--- config.mk ---
export PLATFORM = sky130hd
export DESIGN_NAME = radio_core_top
export DESIGN_NICKNAME = d
export VERILOG_FILES = /design/src/hw/radio_pkg.sv /design/src/hw/radio_core_top.sv /design/src/hw/radio_ctrl_regs.sv /design/src/hw/qpsk_mapper.sv /design/src/hw/symbol_queue.sv
export SDC_FILE = /design/constraint.sdc
export NUM_CORES = 1
export LEC_CHECK = 0
export ABC_AREA = 1
export BUFFER_PORTS_ARGS = -buffer_cell sky130_fd_sc_hd__buf_4
export CORE_UTILIZATION = 45
export CTS_CLUSTER_SIZE = 28
export DETAILED_ROUTE_END_ITERATION = 7
export PLACE_DENSITY_LB_ADDON = 0.12
export SYNTH_ARGS = -nofsm -noshare
export SYNTH_HDL_FRONTEND = slang
export SYNTH_HIERARCHICAL = 1
export SYNTH_SLANG_ARGS = --single-unit
--- constraint.sdc ---
create_clock -name radio_clk -period 2.2 [get_ports radio_clk]
set_input_delay 0.44 -clock radio_clk [delete_from_list [all_inputs] [get_ports radio_clk]]
set_output_delay 0.44 -clock radio_clk [all_outputs]
set_load 0.05 [all_outputs]
--- src/hw/radio_pkg.sv ---
/* Radio core shared definitions */

`default_nettype none

package radio_pkg;

   // --------------------
   // bus and data widths
   // --------------------
   localparam int SET_ADDR_W = 8;
   localparam int SET_DATA_W = 32;
   localparam int RB_DATA_W  = 64;
   localparam int GPIO_W     = 12;   // front-panel pins
   localparam int MISC_W     = 32;
   localparam int SYM_W      = 2;    // one qpsk symbol
   localparam int IQ_W       = 16;

   // one tx sample, I in the upper half
   typedef struct packed {
      logic [IQ_W-1:0] i;
      logic [IQ_W-1:0] q;
   } sample_t;

   // settings register offsets from SR_BASE
   typedef enum logic [7:0] {
      SR_CTRL     = 8'd0,   // bit 0 tx_run, bit 1 rx_run
      SR_SYM_RATE = 8'd1,   // clocks per symbol
      SR_AMPL     = 8'd2,
      SR_FP_OUT   = 8'd3,
      SR_FP_DDR   = 8'd4,
      SR_MISC_OUT = 8'd5
   } set_reg_e;

   // readback addresses
   typedef enum logic [7:0] {
      RB_FP   = 8'd0,   // {ddr, out, in} in 16-bit lanes
      RB_MISC = 8'd1,   // {misc_out, misc_in}
      RB_TX   = 8'd2    // {sym_rate, ampl}
   } rb_addr_e;

   // mapper FSM
   typedef enum logic {
      MAP_IDLE = 1'b0,
      MAP_HOLD = 1'b1
   } map_state_e;

endpackage

`default_nettype wire
--- src/hw/radio_core_top.sv ---
/* Radio core top level */

`timescale 1ns/100ps
`default_nettype none

module radio_core_top #(
   parameter logic [radio_pkg::SET_ADDR_W-1:0] SR_BASE = 8'd160,
   parameter int SYM_DEPTH = 8
) (
   input  logic                             radio_clk,
   input  logic                             i_rst,
   // settings bus
   input  logic                             i_set_stb,
   input  logic [radio_pkg::SET_ADDR_W-1:0] i_set_addr,
   input  logic [radio_pkg::SET_DATA_W-1:0] i_set_data,
   input  radio_pkg::rb_addr_e              i_rb_addr,
   output logic [radio_pkg::RB_DATA_W-1:0]  o_rb_data,
   // symbol input, credit counted
   input  logic                             i_sym_valid,
   input  logic [radio_pkg::SYM_W-1:0]      i_sym_data,
   output logic                             o_sym_credit,
   output radio_pkg::sample_t               o_tx_sample,
   // front panel and misc pins
   input  logic [radio_pkg::GPIO_W-1:0]     i_fp_gpio_in,
   output logic [radio_pkg::GPIO_W-1:0]     o_fp_gpio_out,
   output logic [radio_pkg::GPIO_W-1:0]     o_fp_gpio_ddr,
   input  logic [radio_pkg::MISC_W-1:0]     i_misc_in,
   output logic [radio_pkg::MISC_W-1:0]     o_misc_out,
   output logic [2:0]                       o_radio_led
);

   logic                            tx_run;
   logic [15:0]                     sym_rate;
   logic [radio_pkg::IQ_W-2:0]      ampl;
   logic                            tx_active;
   logic                            q_valid;
   logic [radio_pkg::SYM_W-1:0]     q_data;
   logic                            q_pop;

   // --------------------
   // control registers
   // --------------------
   radio_ctrl_regs #(
      .SR_BASE (SR_BASE)
   ) u_radio_ctrl_regs (
      .radio_clk     (radio_clk),
      .i_rst         (i_rst),
      .i_set_stb     (i_set_stb),
      .i_set_addr    (i_set_addr),
      .i_set_data    (i_set_data),
      .i_rb_addr     (i_rb_addr),
      .i_fp_gpio_in  (i_fp_gpio_in),
      .i_misc_in     (i_misc_in),
      .i_tx_active   (tx_active),
      .o_rb_data     (o_rb_data),
      .o_fp_gpio_out (o_fp_gpio_out),
      .o_fp_gpio_ddr (o_fp_gpio_ddr),
      .o_misc_out    (o_misc_out),
      .o_tx_run      (tx_run),
      .o_sym_rate    (sym_rate),
      .o_ampl        (ampl),
      .o_radio_led   (o_radio_led)
   );

   // --------------------
   // transmit path
   // --------------------
   symbol_queue #(
      .SYM_DEPTH (SYM_DEPTH)
   ) u_symbol_queue (
      .radio_clk   (radio_clk),
      .i_rst       (i_rst),
      .i_sym_valid (i_sym_valid),
      .i_sym_data  (i_sym_data),
      .i_pop       (q_pop),
      .o_valid     (q_valid),
      .o_data      (q_data),
      .o_credit    (o_sym_credit)
   );

   qpsk_mapper u_qpsk_mapper (
      .radio_clk   (radio_clk),
      .i_rst       (i_rst),
      .i_valid     (q_valid),
      .i_data      (q_data),
      .i_tx_run    (tx_run),
      .i_sym_rate  (sym_rate),
      .i_ampl      (ampl),
      .o_pop       (q_pop),
      .o_sample    (o_tx_sample),
      .o_tx_active (tx_active)
   );

endmodule

`default_nettype wire

--- src/hw/radio_ctrl_regs.sv ---
/* Radio settings and readback registers */

`timescale 1ns/100ps
`default_nettype none

module radio_ctrl_regs #(
   parameter logic [radio_pkg::SET_ADDR_W-1:0] SR_BASE = 8'd160
) (
   input  logic                             radio_clk,
   input  logic                             i_rst,
   input  logic                             i_set_stb,
   input  logic [radio_pkg::SET_ADDR_W-1:0] i_set_addr,
   input  logic [radio_pkg::SET_DATA_W-1:0] i_set_data,
   input  radio_pkg::rb_addr_e              i_rb_addr,
   input  logic [radio_pkg::GPIO_W-1:0]     i_fp_gpio_in,
   input  logic [radio_pkg::MISC_W-1:0]     i_misc_in,
   input  logic                             i_tx_active,
   output logic [radio_pkg::RB_DATA_W-1:0]  o_rb_data,
   output logic [radio_pkg::GPIO_W-1:0]     o_fp_gpio_out,
   output logic [radio_pkg::GPIO_W-1:0]     o_fp_gpio_ddr,
   output logic [radio_pkg::MISC_W-1:0]     o_misc_out,
   output logic                             o_tx_run,
   output logic [15:0]                      o_sym_rate,
   output logic [radio_pkg::IQ_W-2:0]       o_ampl,
   output logic [2:0]                       o_radio_led
);

   localparam int GPIO_PAD = 16 - radio_pkg::GPIO_W;
   localparam int FP_PAD   = radio_pkg::RB_DATA_W - 48;
   localparam int TX_PAD   = radio_pkg::RB_DATA_W - 16 - (radio_pkg::IQ_W - 1);

   logic [radio_pkg::SET_ADDR_W-1:0] set_off;
   logic                             set_hit;
   logic                             rx_run;
   logic [radio_pkg::GPIO_W-1:0]     fp_in_r;
   logic [radio_pkg::MISC_W-1:0]     misc_in_r;

   // wraps mod 256, so anything below the base lands out of range too
   assign set_off = i_set_addr - SR_BASE;
   assign set_hit = i_set_stb && (set_off <= radio_pkg::SR_MISC_OUT);

   // --------------------
   // settings writes
   // --------------------
   always_ff @(posedge radio_clk) begin
      if (i_rst) begin
         o_tx_run      <= 1'b0;
         rx_run        <= 1'b0;
         o_sym_rate    <= '0;
         o_ampl        <= '0;
         o_fp_gpio_out <= '0;
         o_fp_gpio_ddr <= '0;
         o_misc_out    <= '0;
      end else if (set_hit) begin
         case (set_off)
            radio_pkg::SR_CTRL: begin
               o_tx_run <= i_set_data[0];
               rx_run   <= i_set_data[1];
            end
            radio_pkg::SR_SYM_RATE: o_sym_rate    <= i_set_data[15:0];
            radio_pkg::SR_AMPL:     o_ampl        <= i_set_data[radio_pkg::IQ_W-2:0];
            radio_pkg::SR_FP_OUT:   o_fp_gpio_out <= i_set_data[radio_pkg::GPIO_W-1:0];
            radio_pkg::SR_FP_DDR:   o_fp_gpio_ddr <= i_set_data[radio_pkg::GPIO_W-1:0];
            radio_pkg::SR_MISC_OUT: o_misc_out    <= i_set_data[radio_pkg::MISC_W-1:0];
            default: ;
         endcase
      end
   end

   // pin inputs, one stage before readback
   always_ff @(posedge radio_clk) begin
      fp_in_r   <= i_fp_gpio_in;
      misc_in_r <= i_misc_in;
   end

   // --------------------
   // readback mux
   // --------------------
   always_ff @(posedge radio_clk) begin
      if (i_rst) begin
         o_rb_data <= '0;
      end else begin
         case (i_rb_addr)
            radio_pkg::RB_FP: begin
               o_rb_data <= {{FP_PAD{1'b0}},
                             {GPIO_PAD{1'b0}}, o_fp_gpio_ddr,
                             {GPIO_PAD{1'b0}}, o_fp_gpio_out,
                             {GPIO_PAD{1'b0}}, fp_in_r};
            end
            radio_pkg::RB_MISC: o_rb_data <= {o_misc_out, misc_in_r};
            radio_pkg::RB_TX:   o_rb_data <= {{TX_PAD{1'b0}}, o_sym_rate, o_ampl};
            default:            o_rb_data <= '0;   // unmapped address
         endcase
      end
   end

   // leds are {RX, TXRX_TX, TXRX_RX}
   always_ff @(posedge radio_clk) begin
      if (i_rst) begin
         o_radio_led <= 3'b000;
      end else begin
         o_radio_led[2] <= rx_run;
         o_radio_led[1] <= i_tx_active;
         o_radio_led[0] <= rx_run & ~i_tx_active;   // txrx port free for rx
      end
   end

endmodule

`default_nettype wire

--- src/hw/qpsk_mapper.sv ---
/* QPSK symbol mapper */

`timescale 1ns/100ps
`default_nettype none

module qpsk_mapper (
   input  logic                        radio_clk,
   input  logic                        i_rst,
   input  logic                        i_valid,
   input  logic [radio_pkg::SYM_W-1:0] i_data,
   input  logic                        i_tx_run,
   input  logic [15:0]                 i_sym_rate,
   input  logic [radio_pkg::IQ_W-2:0]  i_ampl,
   output logic                        o_pop,
   output radio_pkg::sample_t          o_sample,
   output logic                        o_tx_active
);

   radio_pkg::map_state_e        state;
   logic [15:0]                  hold_cnt;   // cycles left, 1 on the last one
   logic [15:0]                  hold_len;
   logic                         boundary;
   logic [radio_pkg::IQ_W-1:0]   pos_amp;
   logic [radio_pkg::IQ_W-1:0]   neg_amp;
   radio_pkg::sample_t           mapped;

   // a rate of zero would never end a symbol
   assign hold_len = (i_sym_rate == 16'd0) ? 16'd1 : i_sym_rate;

   // --------------------
   // symbol to I/Q
   // --------------------
   assign pos_amp  = {1'b0, i_ampl};
   assign neg_amp  = -pos_amp;
   assign mapped.i = i_data[1] ? neg_amp : pos_amp;   // bit 1 is I sign
   assign mapped.q = i_data[0] ? neg_amp : pos_amp;   // bit 0 is Q sign

   // last hold cycle, next symbol can follow with no gap
   assign boundary = (state == radio_pkg::MAP_IDLE) ||
                     (state == radio_pkg::MAP_HOLD && hold_cnt == 16'd1);
   assign o_pop    = boundary && i_tx_run && i_valid;

   // --------------------
   // FSM
   // --------------------
   always_ff @(posedge radio_clk) begin
      if (i_rst) begin
         state    <= radio_pkg::MAP_IDLE;
         hold_cnt <= '0;
         o_sample <= '0;
      end else begin
         if (o_pop) begin
            state    <= radio_pkg::MAP_HOLD;
            hold_cnt <= hold_len;
            o_sample <= mapped;
         end else if (boundary) begin
            // queue dry or run cleared, only after the full hold
            state    <= radio_pkg::MAP_IDLE;
            hold_cnt <= '0;
            o_sample <= '0;
         end else begin
            hold_cnt <= hold_cnt - 1'b1;
         end
      end
   end

   assign o_tx_active = (state == radio_pkg::MAP_HOLD);

endmodule

`default_nettype wire

--- src/hw/symbol_queue.sv ---
/* Credit counted symbol FIFO */

`timescale 1ns/100ps
`default_nettype none

module symbol_queue #(
   parameter int SYM_DEPTH = 8   // power of two
) (
   input  logic                        radio_clk,
   input  logic                        i_rst,
   input  logic                        i_sym_valid,
   input  logic [radio_pkg::SYM_W-1:0] i_sym_data,
   input  logic                        i_pop,
   output logic                        o_valid,
   output logic [radio_pkg::SYM_W-1:0] o_data,
   output logic                        o_credit
);

   localparam int AW = $clog2(SYM_DEPTH);

   logic [radio_pkg::SYM_W-1:0] mem [SYM_DEPTH];
   logic [AW:0]                 wr_ptr;   // extra bit tells full from empty
   logic [AW:0]                 rd_ptr;

   // sender holds credits, so a push never finds the buffer full
   always_ff @(posedge radio_clk) begin
      if (i_sym_valid) begin
         mem[wr_ptr[AW-1:0]] <= i_sym_data;
      end
   end

   always_ff @(posedge radio_clk) begin
      if (i_rst) begin
         wr_ptr   <= '0;
         rd_ptr   <= '0;
         o_credit <= 1'b0;
      end else begin
         if (i_sym_valid) begin
            wr_ptr <= wr_ptr + 1'b1;
         end
         if (i_pop) begin
            rd_ptr <= rd_ptr + 1'b1;
         end
         o_credit <= i_pop;   // one credit back per entry taken
      end
   end

   assign o_valid = (wr_ptr != rd_ptr);
   assign o_data  = mem[rd_ptr[AW-1:0]];

endmodule

`default_nettype wire

==> impl_metrics.tcl <==
set metrics [dict create \
    synth-async-reset-ratio_pct 0 \
    design_area_um2 15200 \
    whs_ns 0.128 \
    mostFrequentLayoutCell "nand2_1" \
    drv_cap 0 \
    cp_data_required_time_ns 2.67 \
    register_area_um2 5690 \
    grt_overflow 0 \
    insertedDiodeCount 0 \
    placed_cells 2145 \
    antenna_found_initial 0 \
    syn_inst 1598 \
    power_density_nw_per_um2 683 \
    power.total_w 0.0104 \
    rr_startpoint "u_qpsk_mapper/hold_cnt[1]$_SDFF_PP0_" \
    grt_use_total_pct 24.8 \
    worst_pin_slew_ns 0.579 \
    grt_pass1_vias 10300 \
    cp-end-kind "flip-flop" \
    netlist_area_um2 11500 \
    cts_tree "done" \
    numCtsBuffers 28 \
    status "completed" \
    clk_pin_slew_ns 0.06 \
    io_pins 254 \
    final_cells 2239 \
    postRouteAntennaNets 0 \
    synth-main-ff-cell "dfxtp_1" \
    hold_viol 0 \
    synth_fp_nets 1702 \
    grt_pass1_wl_um 52400 \
    fillCellCount 2325 \
    syn2layout_area_growth_pct 31.8 \
    dr.first_iter.drc_count 814 \
    period_needed_ns 1.84 \
    yosys_warnings 6 \
    rsz0062_at_grt "false" \
    dieArea_um2 26300 \
    final_cell_mix "nand2_1, buf_4, dfxtp_1" \
    fin_setup_tns_ns 0 \
    synth_seq_cells 276 \
    grt_max_degree 58 \
    synth_edf_count 16 \
    synth_seq_area_share_pct 49.3 \
    io_buffers 253 \
    detail_route.wl_per_cell_um 14.5 \
    cts-root-buf "clkbuf_16" \
    fmax_mhz 542 \
    avgSynthCellArea_um2 7.21 \
    clock-sinks 276 \
    die_x_um 162 \
    die_h_um 162 \
    nets 1993 \
    start_kind "flip-flop" \
    critPathArrivalTime_ns 2.31 \
    insertion_delay_ns 0.55 \
    htreeDepth 1 \
    fin_skew_ns 0.0148 \
    routed_wl_um 32500 \
    critPathLaunch "u_qpsk_mapper/hold_cnt[1]$_SDFF_PP0_" \
    clockBufferDepth 3 \
    multi_input_area_um2 4750 \
    hp-start "i_set_data[29]" \
    start_util_pct 45.8 \
    finalCritPeriodShare_pct 83.8 \
    vias_per_cell 4.81 \
    drive_gt1_share_pct 20.6 \
    routabilityCongestion 0.878 \
    max_slew_margin_pct 61.3 \
    dr.pass1.iters 6 \
    yosysUniqueCellTypes 35 \
    rows 58 \
    slew_violations 0 \
    dpl_cell_area_um2 13800 \
    core-area_um2 25200 \
    ir_drop_v 0.000510 \
    drcViolationCount 0 \
    finalSetupViolCount 0 \
    vias 10800 \
    leakage_nw 7.09 \
    hpwl_um 22900 \
    worst-path-max-fanout 31 \
    path_class "flip-flop to flip-flop" \
    hp-class "primary input to flip-flop" \
]
-- path summary, 6_finish.rpt --
check | to | slack (ns) | cells after the start
worst max-delay path | u_qpsk_mapper/o_sample[23]$_SDFFE_PP0P_ | 0.36 | 10
worst min-delay path | u_radio_ctrl_regs/o_misc_out[29]$_SDFFE_PP0P_ | 0.13 | 3
worst max register to register | u_qpsk_mapper/o_sample[23]$_SDFFE_PP0P_ | 0.36 | 10
worst min register to register | u_radio_ctrl_regs/o_rb_data[31]$_SDFF_PP0_ | 0.44 | 2
-- state kept, by name, indices dropped and copies added, names as in the netlist, named ones only --
signal / cells
u_radio_ctrl_regs/o_rb_data: 64
u_radio_ctrl_regs/misc_in_r: 32
u_radio_ctrl_regs/o_misc_out: 32
u_qpsk_mapper/o_sample: 31
u_qpsk_mapper/hold_cnt: 16
u_radio_ctrl_regs/o_sym_rate: 16
u_symbol_queue/mem: 16
u_radio_ctrl_regs/o_ampl: 15
u_radio_ctrl_regs/fp_in_r: 12
u_radio_ctrl_regs/o_fp_gpio_ddr: 12
u_radio_ctrl_regs/o_fp_gpio_out: 12
u_symbol_queue/rd_ptr: 4
u_symbol_queue/wr_ptr: 4
u_radio_ctrl_regs/o_radio_led: 3
u_qpsk_mapper/o_tx_active: 1
u_radio_ctrl_regs/o_tx_run: 1
u_radio_ctrl_regs/rx_run: 1
u_symbol_queue/o_credit: 1
-- final cells by class --
type                       count  area share [%]
inverter                     202            5.00
sequential                   276            37.4
multi-input combinational   1052            31.3
tap                          330            2.72
clock buffer                  35            5.12
timing repair buffer         329            17.6
clock inverter                15           0.865
-- critical path: stages (launching register included) --
cell and delay, ns:
dfxtp_1 0.33, inv_1 0.06, ha_1 0.17, nand2_1 0.07
nor2_1 0.05, nand2_1 0.12, nand2_1 0.21, inv_2 0.30
buf_12 0.22, nand2_1 0.07, a21oi_1 0.15
-- per-layer routing --
layer | GRT usage [%] | part of all wire [%] | vias up
met5 | 0 | 0 | -
met4 | 6.35 | 1.5 | 0
met3 | 6.05 | 8.0 | 34
met2 | 41.8 | 48 | 343
met1 | 31.5 | 43 | 4850
li1 | - | - | 5551
-- where the power goes --
group	internal [W]	switching, W	total [W]	leakage [nW]
sequential	0.00510	0.0000202	0.00512	2.26
combinational	0.000249	0.000303	0.000552	4.38
clock	0.00273	0.00197	0.00470	0.458
-- cell families after synthesis --
group / synth area share (%)
AOI/OAI and AO/OA: 6.04
DFF: 49.3
and+or+nand+nor: 33.7
adders and majority gates: 0.651
buffers and inverters: 9.56
xor gates and xnor gates: 0.684
-- stage by stage --
| step | utilization, % | worst slack [ns] |
|---|---|---|
| floorplan | - | 0.444 |
| global placement | 54.9 | 0.231 |
| detailed placement | 54.9 | 0.205 |
| CTS | 60.3 | 0.352 |
| global route | 60.3 | 0.173 |
| finish | 60.3 | 0.356 |
-- cell usage after synthesis, drive strengths merged, types with 4 or more instances --
library cell / count / share of area [%]
xor2: 5 / 0.38
clkbuf: 25 / 0.81
or2: 4 / 0.24
nor2: 245 / 8.5
xnor2: 4 / 0.30
nand2: 430 / 14
nand3: 186 / 8.5
edfxtp: 16 / 4.2
nor3: 35 / 1.5
buf: 43 / 2.2
o21ai: 46 / 2.0
inv: 198 / 6.4
dfxtp: 260 / 45
clkinv: 4 / 0.13
ha: 6 / 0.65
nand4: 10 / 0.71
a21oi: 77 / 3.8
-- repair_timing --
action	4_1_cts	5_1_grt
resized for setup	0	0
hold endpoints to repair	44	0
buffers inserted	0	0
hold buffers	44	0
Note: power is estimated with default switching activity, not from simulation.
